## src/common/ctrl_pkg.sv

```systemverilog
// Shared types and constants of the CPU controller; imported by every RTL module and the testbench

package ctrl_pkg;

    // ============================================================
    // Data widths
    // ============================================================

    // Instruction or extension word
    typedef logic [15:0] word_t;

    // Displacement or bus address
    typedef logic [31:0] long_t;

    // Data register number D0..D7
    typedef logic [2:0]  reg_sel_t;

    localparam int NUM_DREGS = 8;

    // Branch target is relative to the word after the opcode
    localparam long_t BRA_WORD_STEP = 32'd2;

    // Low byte of BIW_0 that selects the 16-bit branch form
    localparam logic [7:0] DISPL_WORD_CODE = 8'h00;

    // ============================================================
    // Opcodes and state machines
    // ============================================================

    // Opcode as delivered by the external decoder
    typedef enum logic [2:0] {
        OP_MOVEQ       = 3'd0,
        OP_ADD_MEM     = 3'd1,
        OP_MOVE_TO_MEM = 3'd2,
        OP_BRA         = 3'd3,
        OP_ILLEGAL     = 3'd4
    } op_t;

    // Fetch side of the stage
    typedef enum logic [2:0] {
        START_OP      = 3'd0,
        FETCH_EXWORD  = 3'd1,
        FETCH_OPERAND = 3'd2,
        INIT_EXEC_WB  = 3'd3
    } fetch_state_t;

    // Execute and writeback side of the stage
    typedef enum logic [1:0] {
        IDLE       = 2'd0,
        EXECUTE    = 2'd1,
        WRITEBACK  = 2'd2,
        WRITE_DEST = 2'd3
    } exec_state_t;

endpackage

```

## src/exec/exec_wb_fsm.sv

```systemverilog
// Execute and writeback FSM; waits for the ALU, then writes a data register or requests a store
`timescale 1ns/1ns

module exec_wb_fsm (
    input  logic               CLK,
    input  logic               RESET_CPU,
    input  logic               alu_init,
    input  ctrl_pkg::op_t      op,
    input  ctrl_pkg::word_t    biw_0,
    input  ctrl_pkg::long_t    op_adr,
    input  logic               alu_bsy,
    input  logic               wr_done,
    input  logic               bus_err,
    output logic               exec_idle,
    output ctrl_pkg::op_t      op_wb,
    output ctrl_pkg::reg_sel_t dr_sel_wr,
    output logic               mark_used,
    output logic               dr_wr,
    output logic               wr_req,
    output ctrl_pkg::long_t    wr_adr
);
    import ctrl_pkg::*;

    exec_state_t state;
    exec_state_t next_state;

    // ============================================================
    // Writeback buffer
    // ============================================================

    // Captured at ALU start so fetch may move on
    always_ff @(posedge CLK) begin
        if (alu_init) begin
            op_wb     <= op;
            dr_sel_wr <= biw_0[11:9];
            wr_adr    <= op_adr;
        end
    end

    // Mark Dn once the buffered register number is visible
    always_ff @(posedge CLK) begin
        if (RESET_CPU) begin
            mark_used <= 1'b0;
        end else begin
            mark_used <= alu_init && (op != OP_MOVE_TO_MEM);
        end
    end

    // ============================================================
    // State machine
    // ============================================================

    always_comb begin
        next_state = state;
        case (state)
            IDLE: begin
                if (alu_init) begin
                    next_state = EXECUTE;
                end
            end
            EXECUTE: begin
                // Result ready when the ALU is no longer busy
                if (!alu_bsy) begin
                    next_state = (op_wb == OP_MOVE_TO_MEM) ? WRITE_DEST : WRITEBACK;
                end
            end
            WRITEBACK: next_state = IDLE;
            WRITE_DEST: begin
                if (wr_done) begin
                    next_state = IDLE;
                end
            end
            default: next_state = IDLE;
        endcase
        if (bus_err) begin
            next_state = IDLE;
        end
    end

    always_ff @(posedge CLK) begin
        if (RESET_CPU) begin
            state <= IDLE;
        end else begin
            state <= next_state;
        end
    end

    assign exec_idle = (state == IDLE);

    // Register write lasts exactly one cycle
    assign dr_wr = (state == WRITEBACK);

    // Store request held until the bus cycle completes
    assign wr_req = (state == WRITE_DEST);

endmodule

```

## src/fetch/branch_displacement.sv

```systemverilog
// Registered branch displacement of BRA; 8-bit or 16-bit form, sign extended plus the word step
`timescale 1ns/1ns

module branch_displacement (
    input  logic            CLK,
    input  ctrl_pkg::word_t biw_0,
    input  ctrl_pkg::word_t biw_1,
    output ctrl_pkg::long_t displacement
);
    import ctrl_pkg::*;

    long_t displ_ext;

    // Zero byte in BIW_0 selects the word displacement in BIW_1
    always_comb begin
        if (biw_0[7:0] == DISPL_WORD_CODE) begin
            displ_ext = {{16{biw_1[15]}}, biw_1};
        end else begin
            displ_ext = {{24{biw_0[7]}}, biw_0[7:0]};
        end
    end

    // Valid in the cycle after the opcode is taken
    always_ff @(posedge CLK) begin
        displacement <= displ_ext + BRA_WORD_STEP;
    end

endmodule

```

## src/fetch/fetch_fsm.sv

```systemverilog
// Fetch FSM of the controller stage; takes operation words, fetches extension words and operands
`timescale 1ns/1ns

module fetch_fsm (
    input  logic               CLK,
    input  logic               RESET_CPU,
    input  logic               opd_ack,
    input  ctrl_pkg::op_t      op,
    input  ctrl_pkg::word_t    biw_0,
    input  logic               ew_ack,
    input  ctrl_pkg::word_t    ext_word,
    input  logic               rd_done,
    input  logic               bus_err,
    input  logic               dr_in_use,
    input  logic               exec_idle,
    output logic               ow_req,
    output logic               ew_req,
    output logic               rd_req,
    output ctrl_pkg::long_t    op_adr,
    output ctrl_pkg::reg_sel_t dr_sel_rd,
    output logic               alu_init,
    output logic               pc_add_displ,
    output logic               ipipe_flush,
    output logic               trap_illegal
);
    import ctrl_pkg::*;

    fetch_state_t state;
    fetch_state_t next_state;

    // Word ready flags
    logic ow_rdy;
    logic ow_rdy_nxt;
    logic ew_rdy;

    // Hazard detection
    logic uses_dreg;
    logic stall;
    logic ow_take;

    // ============================================================
    // Hazard check in START_OP
    // ============================================================

    // Dn field is source and destination for all register opcodes
    assign dr_sel_rd = biw_0[11:9];

    assign uses_dreg = (op == OP_MOVEQ) || (op == OP_ADD_MEM) || (op == OP_MOVE_TO_MEM);

    // Hold the word while exec is busy or its Dn awaits writeback
    assign stall = !exec_idle || (uses_dreg && dr_in_use);

    assign ow_take = (state == START_OP) && ow_rdy && !stall;

    // ============================================================
    // Next state
    // ============================================================

    always_comb begin
        next_state = state;
        case (state)
            START_OP: begin
                if (ow_take) begin
                    case (op)
                        OP_MOVEQ:       next_state = INIT_EXEC_WB;
                        OP_ADD_MEM:     next_state = FETCH_EXWORD;
                        OP_MOVE_TO_MEM: next_state = FETCH_EXWORD;
                        // BRA and ILLEGAL finish here with a strobe
                        default:        next_state = START_OP;
                    endcase
                end
            end
            FETCH_EXWORD: begin
                if (ew_rdy) begin
                    // Only ADD_MEM reads memory before the ALU starts
                    next_state = (op == OP_ADD_MEM) ? FETCH_OPERAND : INIT_EXEC_WB;
                end
            end
            FETCH_OPERAND: begin
                if (rd_done) begin
                    next_state = INIT_EXEC_WB;
                end
            end
            INIT_EXEC_WB: begin
                if (exec_idle) begin
                    next_state = START_OP;
                end
            end
            default: next_state = START_OP;
        endcase
        // Bus error aborts whatever is in progress
        if (bus_err) begin
            next_state = START_OP;
        end
    end

    always_ff @(posedge CLK) begin
        if (RESET_CPU) begin
            state <= START_OP;
        end else begin
            state <= next_state;
        end
    end

    // ============================================================
    // Operation and extension word handshakes
    // ============================================================

    // Word stays valid until it is taken
    always_comb begin
        ow_rdy_nxt = ow_rdy;
        if (ow_take) begin
            ow_rdy_nxt = 1'b0;
        end else if (opd_ack) begin
            ow_rdy_nxt = 1'b1;
        end
    end

    always_ff @(posedge CLK) begin
        if (RESET_CPU) begin
            ow_rdy <= 1'b0;
            ow_req <= 1'b0;
            ew_rdy <= 1'b0;
        end else begin
            ow_rdy <= ow_rdy_nxt;
            // Ask for a new word only when START_OP holds none
            ow_req <= (next_state == START_OP) && !ow_rdy_nxt;
            // Extension word ready for the one cycle before FETCH_EXWORD is left
            ew_rdy <= (state == FETCH_EXWORD) && (next_state == FETCH_EXWORD) && ew_ack;
        end
    end

    assign ew_req = (state == FETCH_EXWORD) && !ew_rdy;

    // Absolute word address sign extended to the full bus width
    always_ff @(posedge CLK) begin
        if ((state == FETCH_EXWORD) && ew_ack) begin
            op_adr <= {{16{ext_word[15]}}, ext_word};
        end
    end

    // Operand read held until the bus master answers
    assign rd_req = (state == FETCH_OPERAND);

    // ALU starts only with a free writeback side
    assign alu_init = (state == INIT_EXEC_WB) && exec_idle;

    // Branch and trap strobes come one cycle after the opcode is taken
    always_ff @(posedge CLK) begin
        if (RESET_CPU) begin
            pc_add_displ <= 1'b0;
            ipipe_flush  <= 1'b0;
            trap_illegal <= 1'b0;
        end else begin
            pc_add_displ <= ow_take && (op == OP_BRA);
            ipipe_flush  <= ow_take && (op == OP_BRA);
            trap_illegal <= ow_take && (op == OP_ILLEGAL);
        end
    end

endmodule

```

## src/verilog/ctrl_top.sv

```systemverilog
// Top level of the controller stage; connects fetch, execute, bus master and register scoreboard
`timescale 1ns/1ns

module ctrl_top (
    input  logic               CLK,
    input  logic               RESET_CPU,

    // Operation and extension word handshakes
    input  logic               opd_ack,
    input  ctrl_pkg::op_t      op,
    input  ctrl_pkg::word_t    biw_0,
    input  ctrl_pkg::word_t    biw_1,
    input  logic               ew_ack,
    input  ctrl_pkg::word_t    ext_word,
    output logic               ow_req,
    output logic               ew_req,

    // Wishbone classic data bus
    input  logic               wb_ack,
    input  logic               wb_err,
    output logic               wb_cyc,
    output logic               wb_stb,
    output logic               wb_we,
    output ctrl_pkg::long_t    wb_adr,

    // ALU and register file control
    input  logic               alu_bsy,
    output logic               alu_init,
    output ctrl_pkg::op_t      op_wb,
    output logic               dr_wr,
    output ctrl_pkg::reg_sel_t dr_sel_wr,

    // Program flow and exceptions
    output ctrl_pkg::long_t    displacement,
    output logic               pc_add_displ,
    output logic               ipipe_flush,
    output logic               trap_illegal,
    output logic               berr
);
    import ctrl_pkg::*;

    // Operand read path from fetch
    logic     rd_req;
    logic     rd_done;
    long_t    op_adr;

    // Destination write path from exec
    logic     wr_req;
    logic     wr_done;
    long_t    wr_adr;

    // Hazard handling
    reg_sel_t dr_sel_rd;
    logic     dr_in_use;
    logic     mark_used;
    logic     exec_idle;

    // ============================================================
    // Fetch side
    // ============================================================

    fetch_fsm u_fetch (
        .CLK          (CLK),
        .RESET_CPU    (RESET_CPU),
        .opd_ack      (opd_ack),
        .op           (op),
        .biw_0        (biw_0),
        .ew_ack       (ew_ack),
        .ext_word     (ext_word),
        .rd_done      (rd_done),
        .bus_err      (berr),
        .dr_in_use    (dr_in_use),
        .exec_idle    (exec_idle),
        .ow_req       (ow_req),
        .ew_req       (ew_req),
        .rd_req       (rd_req),
        .op_adr       (op_adr),
        .dr_sel_rd    (dr_sel_rd),
        .alu_init     (alu_init),
        .pc_add_displ (pc_add_displ),
        .ipipe_flush  (ipipe_flush),
        .trap_illegal (trap_illegal)
    );

    // Displacement follows the operation words every cycle
    branch_displacement u_displ (
        .CLK          (CLK),
        .biw_0        (biw_0),
        .biw_1        (biw_1),
        .displacement (displacement)
    );

    // ============================================================
    // Execute side, bus and scoreboard
    // ============================================================

    exec_wb_fsm u_exec (
        .CLK       (CLK),
        .RESET_CPU (RESET_CPU),
        .alu_init  (alu_init),
        .op        (op),
        .biw_0     (biw_0),
        .op_adr    (op_adr),
        .alu_bsy   (alu_bsy),
        .wr_done   (wr_done),
        .bus_err   (berr),
        .exec_idle (exec_idle),
        .op_wb     (op_wb),
        .dr_sel_wr (dr_sel_wr),
        .mark_used (mark_used),
        .dr_wr     (dr_wr),
        .wr_req    (wr_req),
        .wr_adr    (wr_adr)
    );

    data_bus_master u_bus (
        .CLK       (CLK),
        .RESET_CPU (RESET_CPU),
        .rd_req    (rd_req),
        .rd_adr    (op_adr),
        .wr_req    (wr_req),
        .wr_adr    (wr_adr),
        .wb_ack    (wb_ack),
        .wb_err    (wb_err),
        .wb_cyc    (wb_cyc),
        .wb_stb    (wb_stb),
        .wb_we     (wb_we),
        .wb_adr    (wb_adr),
        .rd_done   (rd_done),
        .wr_done   (wr_done),
        .bus_err   (berr)
    );

    dreg_scoreboard u_sb (
        .CLK       (CLK),
        .RESET_CPU (RESET_CPU),
        .mark_used (mark_used),
        .dr_wr     (dr_wr),
        .dr_sel_wr (dr_sel_wr),
        .dr_sel_rd (dr_sel_rd),
        .bus_err   (berr),
        .dr_in_use (dr_in_use)
    );

endmodule

```

## src/verilog/data_bus_master.sv

```systemverilog
// Wishbone classic master for operand reads and destination writes; writes win when both are pending
`timescale 1ns/1ns

module data_bus_master (
    input  logic            CLK,
    input  logic            RESET_CPU,
    input  logic            rd_req,
    input  ctrl_pkg::long_t rd_adr,
    input  logic            wr_req,
    input  ctrl_pkg::long_t wr_adr,
    input  logic            wb_ack,
    input  logic            wb_err,
    output logic            wb_cyc,
    output logic            wb_stb,
    output logic            wb_we,
    output ctrl_pkg::long_t wb_adr,
    output logic            rd_done,
    output logic            wr_done,
    output logic            bus_err
);
    import ctrl_pkg::*;

    // ============================================================
    // Cycle control
    // ============================================================

    always_ff @(posedge CLK) begin
        if (RESET_CPU) begin
            wb_cyc <= 1'b0;
            wb_we  <= 1'b0;
        end else if (wb_cyc) begin
            // Running cycle ends only on the slave answer
            if (wb_ack || wb_err) begin
                wb_cyc <= 1'b0;
            end
        end else if (wr_req) begin
            // Store belongs to the older instruction
            wb_cyc <= 1'b1;
            wb_we  <= 1'b1;
        end else if (rd_req) begin
            wb_cyc <= 1'b1;
            wb_we  <= 1'b0;
        end
    end

    // Address chosen with the same priority
    always_ff @(posedge CLK) begin
        if (!wb_cyc) begin
            wb_adr <= wr_req ? wr_adr : rd_adr;
        end
    end

    // Strobe follows cycle for a single transfer per cycle
    assign wb_stb = wb_cyc;

    // Error takes precedence over ack in the completion pulses
    assign rd_done = wb_cyc && !wb_we && wb_ack && !wb_err;
    assign wr_done = wb_cyc && wb_we && wb_ack && !wb_err;
    assign bus_err = wb_cyc && wb_err;

endmodule

```

## src/verilog/dreg_scoreboard.sv

```systemverilog
// In-use flags of the data registers; stalls fetch while a register waits for writeback
`timescale 1ns/1ns

module dreg_scoreboard (
    input  logic               CLK,
    input  logic               RESET_CPU,
    input  logic               mark_used,
    input  logic               dr_wr,
    input  ctrl_pkg::reg_sel_t dr_sel_wr,
    input  ctrl_pkg::reg_sel_t dr_sel_rd,
    input  logic               bus_err,
    output logic               dr_in_use
);
    import ctrl_pkg::*;

    logic [NUM_DREGS-1:0] in_use;

    always_ff @(posedge CLK) begin
        if (RESET_CPU || bus_err) begin
            // Aborted instructions leave no pending writeback
            in_use <= '0;
        end else begin
            if (dr_wr) begin
                in_use[dr_sel_wr] <= 1'b0;
            end
            // Set comes last so it wins over a clear
            if (mark_used) begin
                in_use[dr_sel_wr] <= 1'b1;
            end
        end
    end

    assign dr_in_use = in_use[dr_sel_rd];

endmodule
```

## config.mk

```make
export PLATFORM = sky130hd
export DESIGN_NAME = ctrl_top
export DESIGN_NICKNAME = d
export VERILOG_FILES = /design/src/common/ctrl_pkg.sv /design/src/exec/exec_wb_fsm.sv /design/src/fetch/branch_displacement.sv /design/src/fetch/fetch_fsm.sv /design/src/verilog/ctrl_top.sv /design/src/verilog/data_bus_master.sv /design/src/verilog/dreg_scoreboard.sv
export SDC_FILE = /design/constraint.sdc
export NUM_CORES = 1
export LEC_CHECK = 0
export ABC_AREA = 1
export BUFFER_PORTS_ARGS = -buffer_cell sky130_fd_sc_hd__buf_2
export CAP_MARGIN = 20
export CORE_MARGIN = 2
export CORE_UTILIZATION = 50
export DETAILED_ROUTE_END_ITERATION = 12
export PLACE_DENSITY_LB_ADDON = 0.2
export SLEW_MARGIN = 10
export SYNTH_ARGS = -nofsm -noshare
export SYNTH_HDL_FRONTEND = slang
export SYNTH_HIERARCHICAL = 1
export SYNTH_SLANG_ARGS = --single-unit
```

## constraint.sdc

```tcl
create_clock -name CLK -period 2.75 [get_ports CLK]
set_input_delay 0.4125 -clock CLK [delete_from_list [all_inputs] [get_ports CLK]]
set_output_delay 0.4125 -clock CLK [all_outputs]
set_load 0.01 [all_outputs]
```

==> impl_metrics.toml <==
[drt]
via_per_inst = 4.80
drtIter0Drc = 242
ant_nets = 0
drc_errors = 0
wl_um = 11300
vias = 4201
first_pass_iters = 4
routedWlPerCell_um = 12.9

[place]
hpwl_um = 8060
place_worst_setup_slack_ps = 302
placed_area_mm2 = 0.00659
placed_cells = 845
portBuffers = 133
place_congestion = 0.827

[finish]
n_antenna_cell = 0
final_layout_size_suffix_gt1_share_pct = 30.3
fillCellCount = 967
final_nets = 781
final_cell_mix = "buf_2 (133), nand2_1 (121), inv_1 (90)"
multi_input_area_mm2 = 0.00167
syn_to_final_growth_pct = 19.0
seq_area_mm2 = 0.00364
fin_cells = 875
design_area_mm2 = 0.00711
mostFrequentLayoutCell = "buf_2"

[timing]
fin_crit_sh_pct = 81.3
tightest_slew_ps = 913
fin_crit_ps = 2230
skew_ps = 9.63
finalHoldViolCount = 0
finalWorstSetupSlack_ps = 515
tns_ps = 0
slew_violations = 0
max_freq_mhz = 447
finalSetupViolations = 0
rsz0062_at_grt = "no"
maxSlewHeadroom_pct = 39.1

[worst_setup_path]
critPathLaunchType = "register"
cp-endpoint = "alu_init"
r2r-start = "u_exec/state[1]"
reg2reg_to = "u_exec/mark_used"
cp-end-kind = "primary output"
crit_path_max_fanout = 17
arrival_ps = 1820
r2r_slack_ps = 860
required_ps = 2340
r2r_cells = 8
startpoint = "u_exec/state[1]"
crit_type = "reg2out"

[floorplanning]
die_h_um = 113
ios = 139
initial_core_util_pct = 51.9
dieArea_mm2 = 0.0128
core_area_mm2 = 0.0115
placementRows = 39
die_x_um = 113

[clock_tree]
root_buffer = "clkbuf_16"
cts_buffer_depth = 2
ctsHoldBuffers = 0
path_clk_slew_ps = 60
clk_latency_ps = 410
h-tree-depth = 4
post_cts_buffers = 0
cts.sinks = 139
cts_tree = "yes"
numCtsBuffers = 17
post_cts_resized = 0

[global_route]
grt_pass1_wl_um = 18300
overflow = 0
grt_start_max_net_pins = 36
grt_usage_pct = 18.4
grt_pass1_vias = 3973
antenna_found_initial = 0

[yosys]
ys_ff_latch = 139
ys_seq_area_share_pct = 61.0
synthMuxAreaShare_pct = 0
synthXorXnorAreaFrac_pct = 0.880
synth-simple-area-share_pct = 20.5
postSynthCellCount = 598
synth_warnings = 6
syn_avg_cell_area_um2 = 9.99
synth_fa_ha_area_share_pct = 0.419
synth-compound-area-share_pct = 5.97
synth_top_family_by_area = "simple AND/OR/NAND/NOR gates"
synth_fp_nets = 658
yosysUniqueCellTypes = 35
netlist_area_mm2 = 0.00597

[power]
pwr-share-comb_pct = 5.3
p_sw_share_pct = 21.0
power_frac_seq_pct = 50.3
p_leak_nw = 3.19
irDropWorstVdd_mv = 0.355
switchingPower_w = 0.000940
p_clk_share_pct = 44.5
p_int_w = 0.00354
p_per_area_mw_per_mm2 = 631

[worst_hold_path]
hold_class = "in2reg"

[status]
run_status = "finished clean"

[flow_run]
max_cap_viol_count = 0
cell type report:
type	instances	share of cell area, %
Tap cell	143	2.52
Clock inverter	11	1.14
Timing Repair Buffer	141	10.2
Inverter	100	5.28
Sequential cell	139	51.3
Clock buffer	19	6.09
Multi-Input combinational cell	322	23.5
power groups by stage:
stage	combinational (W)	sequential, W	clock, W
3_5_place_dp	0.000238	0.00230	0
3_3_place_gp	0.000232	0.00230	0
4_1_cts	0.000239	0.00225	0.00205
5_1_grt	0.000266	0.00226	0.00214
6_report	0.000237	0.00225	0.00199
2_1_floorplan	0.000116	0.00232	0
layer usage:
layer	vias up	track usage, %	part of all wire [%]
met5	-	0	0
met4	0	8.21	1.6
met3	17	7.34	7.8
met2	136	29.1	47
met1	1885	22.4	43
li1	2163	-	-
cell usage after synthesis:
| cell type | instances | area (um2) |
|---|---|---|
| inv_2 | 9 | 33.8 |
| nor4_2 | 2 | 25.0 |
| or2_1 | 1 | 6.26 |
| dfxtp_1 | 53 | 1060 |
| clkbuf_1 | 2 | 7.51 |
| nand2_1 | 121 | 454 |
| a31oi_1 | 7 | 43.8 |
| o31ai_1 | 1 | 7.51 |
| buf_6 | 8 | 90.1 |
| o21ai_0 | 25 | 125 |
| nor2_8 | 1 | 20.0 |
| nor2_2 | 7 | 43.8 |
| edfxtp_1 | 86 | 2580 |
| nand2_2 | 8 | 50.1 |
| buf_2 | 3 | 15.0 |
| xnor2_1 | 2 | 17.5 |
| conb_1 | 1 | 3.75 |
| nand4_1 | 16 | 100 |
| ha_1 | 2 | 25.0 |
| nand3_1 | 32 | 160 |
| xor2_1 | 4 | 35.0 |
| o21ai_1 | 12 | 60.1 |
| nand3b_1 | 2 | 15.0 |
| a21oi_2 | 9 | 78.8 |
| nand2_4 | 1 | 11.3 |
| nor2_1 | 47 | 176 |
| nand3_2 | 8 | 80.1 |
| or2_2 | 2 | 12.5 |
| buf_4 | 24 | 180 |
| o21ai_4 | 1 | 16.3 |
| o21bai_1 | 1 | 7.51 |
| a21oi_1 | 2 | 10.0 |
| a21o_1 | 1 | 7.51 |
| inv_1 | 91 | 342 |
| nor2_4 | 6 | 67.6 |
critical path, cell delays in order (launching register included):
cell and delay [ps]:
dfxtp_1 370, nor2_2 260, inv_1 130, nor2_4 410, buf_2 230
worst min path at each step:
stage                            startpoint           endpoint  depth (start not counted)
after floorplan           u_fetch/op_adr[0]   u_exec/wr_adr[0]                          0
after global placement    u_fetch/op_adr[6]   u_exec/wr_adr[6]                          0
after detailed placement  u_fetch/op_adr[1]   u_exec/wr_adr[1]                          0
after CTS                       ext_word[2]  u_fetch/op_adr[2]                          1
after global routing            ext_word[2]  u_fetch/op_adr[2]                          1
final                           ext_word[7]  u_fetch/op_adr[7]                          1
kinds of logic after synthesis:
group | after synthesis
AND/OR/NAND/NOR | 254
flip-flops | 139
buffers and inverters | 137
AO/OA/AOI/OAI | 59
XOR/XNOR | 6
adder cells (fa/ha/maj) | 2
other | 1
through the flow:
| stage | util (%) | power (W) | hold WS (ps) |
|---|---|---|---|
| 2_1_floorplan | - | 0.00243 | 426 |
| 3_3_place_gp | 57.3 | 0.00253 | 431 |
| 3_5_place_dp | 57.3 | 0.00253 | 433 |
| 4_1_cts | 61.7 | 0.00454 | 153 |
| 5_1_grt | 61.7 | 0.00466 | 153 |
| 6_report | 61.7 | 0.00449 | 172 |
flip-flops by register name, summed over array words and instances (netlist names), 2 cells and up:
register and cells:
u_exec/state 2, u_exec/wr_adr 32, u_exec/dr_sel_wr 3, u_fetch/state 3, u_displ/displacement 32, u_sb/in_use 8
u_fetch/op_adr 16, u_exec/op_wb 3, u_bus/wb_adr 32
Power figures use the tool's default switching activity.
